File: config.mk
export PLATFORM = sky130hd
export DESIGN_NAME = controlUnit
export DESIGN_NICKNAME = d
export VERILOG_FILES = /design/src/ctrlPkg.sv /design/src/isaPkg.sv /design/src/controlUnit.sv /design/src/controlWordGen.sv /design/src/opcodeDecoder.sv /design/src/stepSequencer.sv
export SDC_FILE = /design/constraint.sdc
export NUM_CORES = 1
export LEC_CHECK = 0
export ABC_CLOCK_PERIOD_IN_PS = 3600
export CAP_MARGIN = 5
export CORE_MARGIN = 4
export CORE_UTILIZATION = 60
export CTS_BUF_LIST = sky130_fd_sc_hd__clkbuf_16
export DETAILED_ROUTE_END_ITERATION = 8
export DONT_BUFFER_PORTS = 1
export GPL_TIMING_DRIVEN = 0
export PLACE_DENSITY = 0.82
export SKIP_LAST_GASP = 1
export SLEW_MARGIN = 0
export SYNTH_ARGS = -nofsm -noshare
export SYNTH_HDL_FRONTEND = slang
export SYNTH_HIERARCHICAL = 1
export SYNTH_SLANG_ARGS = --single-unit
File: constraint.sdc
create_clock -name clk -period 3.6 [get_ports clk]
set_clock_uncertainty 0.2 [all_clocks]
set_input_delay 0.18 -clock clk [delete_from_list [all_inputs] [get_ports clk]]
set_output_delay 0.18 -clock clk [all_outputs]
set_load 0.02 [all_outputs]
File: src/ctrlPkg.sv
package ctrlPkg;

    localparam int stepWidth = 4;
    localparam int aluOpWidth = 3;
    localparam int selWidth = 2;

    // Sequencer steps, one clock each
    typedef enum logic [stepWidth-1:0] {
        stepReset = 4'd0,
        stepFetch0 = 4'd1,
        stepFetch1 = 4'd2,
        stepFetch2 = 4'd3,
        stepDecode = 4'd4,
        stepDispatch = 4'd5,
        stepExec = 4'd6,
        stepWriteback = 4'd7,
        stepExc0 = 4'd8,
        stepExc1 = 4'd9,
        stepExc2 = 4'd10
    } stepT;

    typedef enum logic [aluOpWidth-1:0] {
        aluLoad = 3'd0,
        aluAdd = 3'd1,
        aluSub = 3'd2,
        aluAnd = 3'd3
    } aluOpT;

    typedef enum logic [selWidth-1:0] {
        srcAPc = 2'd0,
        srcARegA = 2'd1
    } aluSrcAT;

    typedef enum logic [selWidth-1:0] {
        srcBRegB = 2'd0,
        srcBFour = 2'd1,
        srcBImm = 2'd2,
        srcBBranch = 2'd3
    } aluSrcBT;

    typedef enum logic [selWidth-1:0] {
        pcAluResult = 2'd0,
        pcAluOut = 2'd1,
        pcExcVector = 2'd2
    } pcSrcT;

    // Memory address source
    typedef enum logic [selWidth-1:0] {
        addrPc = 2'd0,
        addrExcVector = 2'd1
    } iorDT;

    typedef enum logic [selWidth-1:0] {
        dstRt = 2'd0,
        dstRd = 2'd1
    } regDstT;

    typedef enum logic [selWidth-1:0] {
        causeInvalidOpcode = 2'd0,
        causeOverflow = 2'd1
    } excCauseT;

    // 22 bits, all zero is the idle word
    typedef struct packed {
        aluOpT aluOp;
        aluSrcAT aluSrcA;
        aluSrcBT aluSrcB;
        pcSrcT pcSrc;
        iorDT iorD;
        regDstT regDst;
        excCauseT excCause;
        logic pcWrite;
        logic irWrite;
        logic memRead;
        logic loadAB;
        logic aluOutWrite;
        logic regWrite;
        logic epcWrite;
    } controlWordT;

endpackage

File: src/isaPkg.sv
package isaPkg;

    localparam int opcodeWidth = 6;
    localparam int functWidth = 6;
    localparam int classWidth = 3;

    // Primary opcodes still supported
    localparam logic [opcodeWidth-1:0] opRType = 6'h00;
    localparam logic [opcodeWidth-1:0] opAddi = 6'h08;

    // Funct codes under opRType
    localparam logic [functWidth-1:0] fnAdd = 6'h20;
    localparam logic [functWidth-1:0] fnSub = 6'h22;
    localparam logic [functWidth-1:0] fnAnd = 6'h24;

    // Instruction class after decode
    typedef enum logic [classWidth-1:0] {
        classAdd = 3'd0,
        classSub = 3'd1,
        classAnd = 3'd2,
        classAddi = 3'd3,
        classInvalid = 3'd4
    } instrClassT;

endpackage

File: src/controlUnit.sv
module controlUnit (
    input  logic                           clk,
    input  logic                           reset,
    input  logic [isaPkg::opcodeWidth-1:0] opcode,
    input  logic [isaPkg::functWidth-1:0]  funct,
    input  logic                           overflow,
    output ctrlPkg::controlWordT           ctrl
);

    isaPkg::instrClassT decodedClass;
    isaPkg::instrClassT activeClass;
    ctrlPkg::stepT step;
    ctrlPkg::excCauseT excCause;

    opcodeDecoder i_opcodeDecoder (
        .opcode       (opcode),
        .funct        (funct),
        .decodedClass (decodedClass)
    );

    stepSequencer i_stepSequencer (
        .clk          (clk),
        .reset        (reset),
        .decodedClass (decodedClass),
        .overflow     (overflow),
        .step         (step),
        .activeClass  (activeClass),
        .excCause     (excCause)
    );

    controlWordGen i_controlWordGen (
        .step        (step),
        .activeClass (activeClass),
        .excCause    (excCause),
        .ctrl        (ctrl)
    );

endmodule

File: src/controlWordGen.sv
module controlWordGen (
    input  ctrlPkg::stepT        step,
    input  isaPkg::instrClassT   activeClass,
    input  ctrlPkg::excCauseT    excCause,
    output ctrlPkg::controlWordT ctrl
);

    ctrlPkg::aluOpT execAluOp;
    ctrlPkg::aluSrcBT execSrcB;
    ctrlPkg::regDstT wbDst;

    // Class dependent fields for execute and write-back
    always_comb begin
        case (activeClass)
            isaPkg::classAdd,
            isaPkg::classAddi: begin
                execAluOp = ctrlPkg::aluAdd;
            end
            isaPkg::classSub: begin
                execAluOp = ctrlPkg::aluSub;
            end
            isaPkg::classAnd: begin
                execAluOp = ctrlPkg::aluAnd;
            end
            default: begin
                execAluOp = ctrlPkg::aluLoad;
            end
        endcase
    end

    assign execSrcB = (activeClass == isaPkg::classAddi) ? ctrlPkg::srcBImm
                                                         : ctrlPkg::srcBRegB;
    assign wbDst = (activeClass == isaPkg::classAddi) ? ctrlPkg::dstRt
                                                      : ctrlPkg::dstRd;

    always_comb begin
        ctrl = '0;
        case (step)
            ctrlPkg::stepFetch0: begin
                // Read instruction and bump PC by four
                ctrl.memRead = 1'b1;
                ctrl.aluSrcA = ctrlPkg::srcAPc;
                ctrl.aluSrcB = ctrlPkg::srcBFour;
                ctrl.aluOp = ctrlPkg::aluAdd;
                ctrl.pcWrite = 1'b1;
            end
            ctrlPkg::stepFetch1: begin
                ctrl.memRead = 1'b1;
            end
            ctrlPkg::stepFetch2: begin
                ctrl.memRead = 1'b1;
                ctrl.irWrite = 1'b1;
            end
            ctrlPkg::stepDecode: begin
                // Register read plus speculative branch target
                ctrl.loadAB = 1'b1;
                ctrl.aluOutWrite = 1'b1;
                ctrl.aluSrcA = ctrlPkg::srcAPc;
                ctrl.aluSrcB = ctrlPkg::srcBBranch;
                ctrl.aluOp = ctrlPkg::aluAdd;
            end
            ctrlPkg::stepExec: begin
                ctrl.aluSrcA = ctrlPkg::srcARegA;
                ctrl.aluSrcB = execSrcB;
                ctrl.aluOp = execAluOp;
                ctrl.aluOutWrite = 1'b1;
            end
            ctrlPkg::stepWriteback: begin
                ctrl.regWrite = 1'b1;
                ctrl.regDst = wbDst;
            end
            ctrlPkg::stepExc0: begin
                // EPC gets PC minus four
                ctrl.epcWrite = 1'b1;
                ctrl.aluSrcA = ctrlPkg::srcAPc;
                ctrl.aluSrcB = ctrlPkg::srcBFour;
                ctrl.aluOp = ctrlPkg::aluSub;
                ctrl.excCause = excCause;
            end
            ctrlPkg::stepExc1: begin
                ctrl.memRead = 1'b1;
                ctrl.iorD = ctrlPkg::addrExcVector;
                ctrl.excCause = excCause;
            end
            ctrlPkg::stepExc2: begin
                ctrl.pcWrite = 1'b1;
                ctrl.pcSrc = ctrlPkg::pcExcVector;
                ctrl.excCause = excCause;
            end
            default: begin
                ctrl = '0;
            end
        endcase
    end

endmodule

File: src/opcodeDecoder.sv
module opcodeDecoder (
    input  logic [isaPkg::opcodeWidth-1:0] opcode,
    input  logic [isaPkg::functWidth-1:0]  funct,
    output isaPkg::instrClassT              decodedClass
);

    always_comb begin
        decodedClass = isaPkg::classInvalid;
        case (opcode)
            isaPkg::opRType: begin
                // R format is resolved by funct
                case (funct)
                    isaPkg::fnAdd: begin
                        decodedClass = isaPkg::classAdd;
                    end
                    isaPkg::fnSub: begin
                        decodedClass = isaPkg::classSub;
                    end
                    isaPkg::fnAnd: begin
                        decodedClass = isaPkg::classAnd;
                    end
                    default: begin
                        decodedClass = isaPkg::classInvalid;
                    end
                endcase
            end
            isaPkg::opAddi: begin
                decodedClass = isaPkg::classAddi;
            end
            default: begin
                decodedClass = isaPkg::classInvalid;
            end
        endcase
    end

endmodule

File: src/stepSequencer.sv
module stepSequencer (
    input  logic               clk,
    input  logic               reset,
    input  isaPkg::instrClassT decodedClass,
    input  logic               overflow,
    output ctrlPkg::stepT      step,
    output isaPkg::instrClassT activeClass,
    output ctrlPkg::excCauseT  excCause
);

    ctrlPkg::stepT nextStep;
    ctrlPkg::excCauseT nextCause;
    isaPkg::instrClassT nextClass;
    logic arithClass;

    // Only these classes can trap on overflow
    assign arithClass = (activeClass == isaPkg::classAdd) ||
                        (activeClass == isaPkg::classSub) ||
                        (activeClass == isaPkg::classAddi);

    always_comb begin
        nextStep = step;
        nextCause = excCause;
        nextClass = activeClass;
        case (step)
            ctrlPkg::stepReset: begin
                nextStep = ctrlPkg::stepFetch0;
            end
            ctrlPkg::stepFetch0: begin
                nextStep = ctrlPkg::stepFetch1;
            end
            ctrlPkg::stepFetch1: begin
                nextStep = ctrlPkg::stepFetch2;
            end
            ctrlPkg::stepFetch2: begin
                nextStep = ctrlPkg::stepDecode;
            end
            ctrlPkg::stepDecode: begin
                nextStep = ctrlPkg::stepDispatch;
            end
            ctrlPkg::stepDispatch: begin
                nextClass = decodedClass;
                if (decodedClass == isaPkg::classInvalid) begin
                    nextStep = ctrlPkg::stepExc0;
                    nextCause = ctrlPkg::causeInvalidOpcode;
                end else begin
                    nextStep = ctrlPkg::stepExec;
                end
            end
            ctrlPkg::stepExec: begin
                if (overflow && arithClass) begin
                    nextStep = ctrlPkg::stepExc0;
                    nextCause = ctrlPkg::causeOverflow;
                end else begin
                    nextStep = ctrlPkg::stepWriteback;
                end
            end
            ctrlPkg::stepExc0: begin
                nextStep = ctrlPkg::stepExc1;
            end
            ctrlPkg::stepExc1: begin
                nextStep = ctrlPkg::stepExc2;
            end
            ctrlPkg::stepWriteback,
            ctrlPkg::stepExc2: begin
                nextStep = ctrlPkg::stepFetch0;
            end
            default: begin
                nextStep = ctrlPkg::stepReset;
            end
        endcase
    end

    always_ff @(posedge clk) begin
        if (reset) begin
            step <= ctrlPkg::stepReset;
            activeClass <= isaPkg::classAdd;
            excCause <= ctrlPkg::causeInvalidOpcode;
        end else begin
            step <= nextStep;
            activeClass <= nextClass;
            excCause <= nextCause;
        end
    end

endmodule
==> out/metrics.cfg, run 1 <==
[synthesis]
synth_area_leaders = dfxtp_1, buf_4, a21oi_1
syn_inst = 107
synth_edf_count = 0
yosysSeqAreaShare = 0.197
ys_warn_count = 6
ys_ff_latch = 8
yosysTopAreaCell = dfxtp_1
async_flop_share = 0
synthTopCellsByCount = nand2_1, nor2_1, a21oi_1, dfxtp_1, buf_4
ys_types = 40
synthFlopType = dfxtp_1
syn-cell-area_um2 = 815
syn_avg_cell_area_um2 = 7.61
synth_top_area_share = 0.197

[final_layout]
final_cells = 129
area_growth_pct = 13.4
insertedDiodeCount = 0
fin_area_um2 = 923
layout-drive-gt1-share = 0.202
utilization = 0.719
finish.net_count = 131

[critical_path]
reg2reg_from = i_stepSequencer/step[2]
r2r_end = i_stepSequencer/step[3]
cp_data_required_time_ps = 3220
crit_type = register to output port
worst_ep_arrival_time_ps = 1670
crit_path_end_kind = output port
reg2reg_slack_ps = 1800
crit_fanout = 13
reg2reg_depth = 4
start_kind = register

[cts]
clockBufferDepth = 2
cts_root_buffer = clkbuf_16
clk_pin_slew_ps = 30
clk-insertion-delay-late_ps = 230
htreeDepth = 1
cts_sinks = 8
cts_tree = built
post-cts-setup-buffer-count = 0
cts_resized = 0
ctsHoldBuffers = 0
numCtsBuffers = 3

[timing]
slew_headroom = 0.541
setup-tns-final_ps = 0
period_share = 0.569
hold_ws_ps = 68.3
rsz0062_at_grt = no
fmax_mhz = 488
max_slew.worst_pin.slew_ps = 685
timing.final.crit_period_ps = 2050
slew_violations = 0
finalHoldViolCount = 0
postLayoutSetupSlackWorst_ps = 1550
setup_viol = 0

[job]
max_cap_violations = 0

[die]
die_h_um = 44.8
dieArea_mm2 = 0.00201
die_x_um = 44.8
io_pins = 37
core-area_mm2 = 0.00128
initial_core_util = 0.634
rows = 13

[placed_design]
post-place-ws_ps = 1790
globalplace.congestion = 0.878
place_area_um2 = 848
place_inst = 126
io_buffers = 0
dpl.hpwl_um = 1240

[power_and_ir_drop]
finalPower_uw = 355
power_density_mw_per_mm2 = 384
peakVddDrop_mv = 0.288
p_leak_nw = 0.370

[routing]
first_pass_iters = 4
vias = 746
wl_per_cell_um = 13.3
drc = 0
antenna_left = 0
drt_wl_total_um = 1720
first_iter_violations = 19
vias_per_cell = 5.78

[grt]
grt_pass1_vias = 626
grt.overflow.total = 0
grt_pass1_wl_um = 2720
grt_max_degree = 14
antenna_found_initial = 0
grt.total_usage = 0.180

[status]
status = finished, final reports clean

[worst_hold_path]
hold_path_class = input port to register
whs_endpoint = i_stepSequencer/activeClass[1]
whs_path_depth = 5
hold_start = opcode[2]

[worst max path at each step]
stage	endpoint	start	depth (start not counted)
CTS	ctrl[9]	i_stepSequencer/step[0]	4
finish	ctrl[9]	i_stepSequencer/step[0]	4
global placement	ctrl[9]	i_stepSequencer/step[0]	4
global route	ctrl[9]	i_stepSequencer/step[0]	4
detailed placement	ctrl[9]	i_stepSequencer/step[0]	4
floorplan	i_stepSequencer/step[3]	i_stepSequencer/step[2]	4
[state kept, by name, indices dropped and copies added (netlist names)]
register / count
i_stepSequencer/activeClass: 3
i_stepSequencer/step: 4
i_stepSequencer/excCause: 1
[layout by cell type (no fill, tap or decap), types with 3 or more instances in the layout]
master / netlist / routed
nor2b_1: 3 / 3
a21oi_1: 8 / 8
nor2_1: 10 / 10
nor3b_1: 4 / 4
a31oi_1: 3 / 3
inv_1: 5 / 5
buf_4: 7 / 7
o21ai_0: 3 / 3
nor3_1: 3 / 3
conb_1: 2 / 6
nand2_1: 10 / 10
dfxtp_1: 8 / 8
nand2b_1: 4 / 4
clkbuf_16: 0 / 3
buf_6: 3 / 3
[final cells by class]
class	count	area [µm²]
fillers	113	362
well taps	15	18.8
plain buffers	12	95.1
inverters	5	18.8
multi-input cells	86	556
flip-flops and latches	8	160
clock buffers	3	75.1
[worst max-delay path, stage by stage, from the launching register on]
cell	delay (ps)
dfxtp_1	550
buf_4	240
nand2_1	120
nor2_2	250
and2_1	290
[logic make-up (layout without fill, tap and decap cells)]
| group | after synthesis | count (layout) | synth area share |
|---|---|---|---|
| DFF | 8 | 8 | 0.197 |
| AOI/OAI and AO/OA | 26 | 26 | 0.217 |
| other | 2 | 6 | 0.00922 |
| xor gates and xnor gates | 2 | 2 | 0.0215 |
| buffers and inverters | 17 | 20 | 0.140 |
| and+or+nand+nor | 52 | 52 | 0.416 |
[power breakdown]
| part | total, mW | internal, mW | leakage (nW) | switching (mW) |
|---|---|---|---|---|
| sequential | 0.0995 | 0.0924 | 0.0651 | 0.00703 |
| clock | 0.182 | 0.143 | 0.0370 | 0.0389 |
| combinational | 0.0738 | 0.0300 | 0.268 | 0.0439 |
| total | 0.355 | 0.265 | 0.370 | 0.0898 |
[metal layers]
layer,up-vias,global-route usage,part of all wire
met3,2,0.0359,0.15
met1,320,0.225,0.39
met2,45,0.292,0.45
met4,0,0.0877,0.0052
li1,379,-,-
met5,-,0,0
(Power assumes the default switching activity.)
==> run 2: changes to the inputs <==
--- a/config.mk
+++ b/config.mk
@@ -5,7 +5,8 @@
 export SDC_FILE = /design/constraint.sdc
 export NUM_CORES = 1
 export LEC_CHECK = 0
-export ABC_CLOCK_PERIOD_IN_PS = 3600
+export ABC_AREA = 1
+export ABC_CLOCK_PERIOD_IN_PS = 2100
 export CAP_MARGIN = 5
 export CORE_MARGIN = 4
 export CORE_UTILIZATION = 60
==> constraint.sdc (replaced) <==
create_clock -name clk -period 2.1 [get_ports clk]
set_clock_uncertainty 0.2 [all_clocks]
set_input_delay 0.105 -clock clk [delete_from_list [all_inputs] [get_ports clk]]
set_output_delay 0.105 -clock clk [all_outputs]
set_load 0.02 [all_outputs]
==> out/metrics.cfg, run 2 <==
[die]
die_h_um = 45.7
rows = 13
core-area_mm2 = 0.00132
io_pins = 37
dieArea_mm2 = 0.00209
initial_core_util = 0.647
die_x_um = 45.7

[grt]
grt_max_degree = 10
antenna_found_initial = 0
grt.overflow.total = 0
grt_pass1_wl_um = 3010
grt_pass1_vias = 739
grt.total_usage = 0.204

[timing]
timing.final.crit_period_ps = 1980
finalHoldViolCount = 0
max_slew.worst_pin.slew_ps = 695
rsz0062_at_grt = no
setup_viol = 0
setup-tns-final_ps = 0
period_share = 0.943
slew_violations = 0
fmax_mhz = 505
slew_headroom = 0.533

[placed_design]
dpl.hpwl_um = 1420
io_buffers = 0
globalplace.congestion = 0.837
place_inst = 164

[synthesis]
syn_avg_cell_area_um2 = 5.88
ys_warn_count = 6
synth_top_area_share = 0.188
synth_top_family_by_area = simple AND/OR/NAND/NOR gates
synthTopCellsByCount = nand2_1, inv_1, nor2_1
async_flop_share = 0
synth_edf_count = 0
synth_mux_area_frac = 0
syn_inst = 145
yosysSeqAreaShare = 0.188
ys_ff_latch = 8
synth_xor_area_frac = 0
synth_area_leaders = dfxtp_1, nand2_1, inv_1
yosysTopAreaCell = dfxtp_1
synth-compound-area-share = 0.116
syn-cell-area_um2 = 852
ys_types = 23
yosysMostFrequentCell = nand2_1
synthSimpleGateAreaFrac = 0.489
synthAdderAreaFrac = 0
synthFlopType = dfxtp_1

[cts]
post-cts-setup-buffer-count = 0
cts_sinks = 8
htreeDepth = 1
cts_root_buffer = clkbuf_16
clk-insertion-delay-late_ps = 240
clockBufferDepth = 2
numCtsBuffers = 3
cts_tree = built
clk_pin_slew_ps = 40

[routing]
wl_per_cell_um = 11.2
met3_length_um = 205
vias = 881
first_pass_iters = 4
vias_per_cell = 5.09
first_iter_violations = 26
wl_met2_um = 910
wl_met1_um = 797
drt_wl_total_um = 1940
drc = 0
top_layer_used = met4
antenna_left = 0

[final_layout]
layout_common_cells = nand2_1, inv_1, nor2_1, nand3_1
layout-drive-gt1-share = 0.259
top_register = i_stepSequencer/step
final_common_cell = nand2_1
final_cells = 173
area_growth_pct = 21.0
finish.net_count = 175
reg_top3 = i_stepSequencer/step: 4 flops, i_stepSequencer/activeClass: 3 flops, i_stepSequencer/excCause: 1 flops
insertedDiodeCount = 0
largest_reg_flops = 4

[power_and_ir_drop]
clkPwrFrac = 0.306
power_density_mw_per_mm2 = 1030
pwr-share-seq = 0.237
p_comb_frac = 0.457
peakVddDrop_mv = 0.742
power_switching_uw = 489
p_leak_nw = 0.567
p_int_uw = 574
swShare = 0.460

[critical_path]
start_kind = input port
crit_type = input port to register
worst_ep_arrival_time_ps = 1900
crit_fanout = 3
crit_path_end_kind = register
cp_data_required_time_ps = 2020

[job]
max_cap_violations = 0

[worst_hold_path]
hold_path_class = input port to register

[status]
status = finished, final reports clean

run 2: per-layer routing:
metal  GRT usage  up-vias
met5           0        -
li1            -      453
met3      0.0593        3
met2       0.345       34
met1       0.226      391
met4       0.105        0
run 2: cells by family (layout without fill, tap and decap cells):
kind of cell,count (synthesis),count (layout)
compound gates,17,17
buf+inv,39,48
flops,8,8
other cells,2,6
simple gates,79,79
run 2: timing repair:
| action | CTS | global route |
|---|---|---|
| endpoints found under the hold margin | 8 | 0 |
| setup endpoints to repair | 0 | 1 |
| hold buffers | 6 | 0 |
| gates resized for setup | 0 | 5 |
run 2: power by group through the flow:
stage | sequential, mW | clock, mW | combinational (mW)
2_1_floorplan | 0.235 | 0 | 0.418
3_3_place_gp | 0.246 | 0 | 0.454
3_5_place_dp | 0.247 | 0 | 0.466
4_1_cts | 0.246 | 0.330 | 0.478
5_1_grt | 0.260 | 0.341 | 0.539
6_report | 0.252 | 0.326 | 0.485
run 2: stage by stage:
step	area [µm²]	setup slack, ps	util	hold WS [ps]	total power, mW
finish	1030	119	0.783	96.4	1.06
CTS	1020	35.7	0.775	94.3	1.05
global placement	886	569	0.672	-31.9	0.700
global route	1030	9.45	0.783	173	1.14
detailed placement	886	557	0.672	-30.4	0.713
floorplan	867	655	-	-32.6	0.653
run 2: cell type report:
class                           count  area, µm²
Fill cell                          99        287
Multi-Input combinational cell    102        543
Inverter                           33        124
Buffer                              6       45.0
Timing Repair Buffer                6       62.6
Clock buffer                        3       75.1
Sequential cell                     8        163
Tap cell                           15       18.8
run 2: path summary, 6_finish.rpt:
check	slack, ps	endpoint	start	cells after the start
worst max register to register	160	i_stepSequencer/excCause[0]	i_stepSequencer/step[2]	7
worst min-delay path	100	i_stepSequencer/step[1]	overflow	7
worst max-delay path	120	i_stepSequencer/excCause[0]	opcode[3]	13
worst min register to register	390	i_stepSequencer/step[3]	i_stepSequencer/step[3]	4
run 2: worst max-delay path: stages:
cell           delay (ps)
dlygate4sd3_1         570
inv_2                  60
nand2_1                60
nor2_1                 40
nand2_1                50
nand2_1                50
inv_1                  80
nand3_2                80
nand2_4                80
nand3_2                80
nand2_2                70
a21oi_2                40
dlygate4sd3_1         550
==> run 3: changes to the inputs <==
--- a/config.mk
+++ b/config.mk
@@ -14,7 +14,7 @@
 export DETAILED_ROUTE_END_ITERATION = 8
 export DONT_BUFFER_PORTS = 1
 export GPL_TIMING_DRIVEN = 0
-export PLACE_DENSITY = 0.82
+export PLACE_DENSITY = 0.76
 export SKIP_LAST_GASP = 1
 export SLEW_MARGIN = 0
 export SYNTH_ARGS = -nofsm -noshare
==> out/metrics.cfg, run 3 (synthesis gave the netlist of run 2 again) <==
[routing]
vias = 871
drt_wl_total_um = 1920
drc = 0
vias_per_cell = 5.03
first_iter_violations = 14
first_pass_iters = 4
antenna_left = 0
wl_per_cell_um = 11.1

[final_layout]
layout_common_cells = nand2_1, inv_1, nor2_1, nand3_1, dfxtp_1
final_cells = 173
reg_top3 = i_stepSequencer/step: 4 flops, i_stepSequencer/activeClass: 3 flops, i_stepSequencer/excCause: 1 flops
seq_area_um2 = 160
fillers = 103
layout-drive-gt1-share = 0.253
insertedDiodeCount = 0
final_common_cell = nand2_1
finish.net_count = 175
largest_reg_flops = 4
multi_input_area_um2 = 553
top_register = i_stepSequencer/step
area_growth_pct = 21.6
utilization = 0.786
fin_area_mm2 = 0.00104

[power_and_ir_drop]
swShare = 0.453
p_int_uw = 569
peakVddDrop_mv = 0.675
clkPwrFrac = 0.302
p_leak_nw = 0.556
finalPower_mw = 1.04
p_comb_frac = 0.459
power_switching_uw = 471
pwr-share-seq = 0.239
power_density_mw_per_mm2 = 1000

[cts]
clk-insertion-delay-late_ps = 230
clockBufferDepth = 2
cts_tree = built
cts_sinks = 8
clk_pin_slew_ps = 40
cts_root_buffer = clkbuf_16
numCtsBuffers = 3
htreeDepth = 1

[placed_design]
post-place-ws_ps = 555
place_area_um2 = 886
globalplace.congestion = 0.890
dpl.hpwl_um = 1430
io_buffers = 0
place_inst = 164

[timing]
rsz0062_at_grt = no
period_share = 0.883
fmax_mhz = 539
setup_viol = 0
postLayoutSetupSlackWorst_ps = 245
max_slew.worst_pin.slew_ps = 636
slew_headroom = 0.573
slew_violations = 0
setup-tns-final_ps = 0
finalHoldViolCount = 0
timing.final.crit_period_ps = 1850
hold_ws_ps = 95.1

[die]
die_x_um = 45.7
die_h_um = 45.7
initial_core_util = 0.647
io_pins = 37
core-area_mm2 = 0.00132
dieArea_mm2 = 0.00209
rows = 13

[critical_path]
startpoint = opcode[0]
cp_slowest_cell = dlygate4sd3_1
path_cells = dlygate4sd3_1 > nor2_4 > nand3_2 > a21oi_2 > inv_1 > dlygate4sd3_1 > a21oi_1
max_stage_delay_ps = 570
reg2reg_from = i_stepSequencer/step[0]
crit_fanout = 3
crit_path_end_kind = register
crit_path_end = i_stepSequencer/activeClass[1]
reg2reg_slack_ps = 570
crit_top_cell = dlygate4sd3_1
reg2reg_depth = 7
start_kind = input port
cp_data_required_time_ps = 2050
worst_ep_arrival_time_ps = 1810
crit_type = input port to register
r2r_end = i_stepSequencer/excCause[0]

[job]
max_cap_violations = 0

[grt]
grtUsageMet2 = 0.354
grt.overflow.total = 0
met1_usage = 0.242
use_met3 = 0.0593
grt_max_degree = 10
grt_pass1_vias = 757
grt-busiest-layer = met2
grt_pass1_wl_um = 3150
grt.total_usage = 0.210
antenna_found_initial = 0

[status]
status = finished, final reports clean

[worst_hold_path]
whs_path_depth = 6
hold_path_class = input port to register
hold_start = opcode[1]

==> run 3: worst min-delay path by stage <==
stage / slack (ps) / end
final: 100 / i_stepSequencer/activeClass[2]
after global routing: 120 / i_stepSequencer/activeClass[2]
after CTS: 100 / i_stepSequencer/activeClass[2]
after detailed placement: -30 / i_stepSequencer/excCause[0]
after global placement: -30 / i_stepSequencer/excCause[0]
after floorplan: -30 / i_stepSequencer/excCause[0]
==> run 3: cell type report <==
cell class              count  area share
inverters                  33       0.120
well taps                  15      0.0181
repair buffers              6      0.0580
multi-input cells         102       0.534
clock buffers               3      0.0725
flip-flops and latches      8       0.155
plain buffers               6      0.0435
==> run 3: power by group through the flow <==
stage	sequential (mW)	combinational [mW]	clock [mW]
after floorplan	0.235	0.418	0
after global placement	0.248	0.454	0
after detailed placement	0.249	0.459	0
after CTS	0.248	0.474	0.318
after global routing	0.256	0.531	0.330
final	0.249	0.477	0.314
==> run 3: routing by layer <==
metal	part of all wire	vias to the layer above
met3	0.095	4
met5	0	-
li1	-	453
met2	0.48	36
met4	0.015	0
met1	0.41	378
==> run 3: timing repair <==
action | 4_1_cts | 5_1_grt
endpoints found under the hold margin | 8 | 1
gates resized for setup | 0 | 4
setup endpoints to repair | 0 | 1
hold buffers | 7 | 1
setup buffers | 0 | 0
==> run 3: critical path: cells and delay by family <==
| kind | cells | cell delay [ps] |
|---|---|---|
| AND/OR/NAND/NOR | 2 | 240 |
| buffers and inverters | 3 | 1200 |
| AO/OA/AOI/OAI | 2 | 250 |
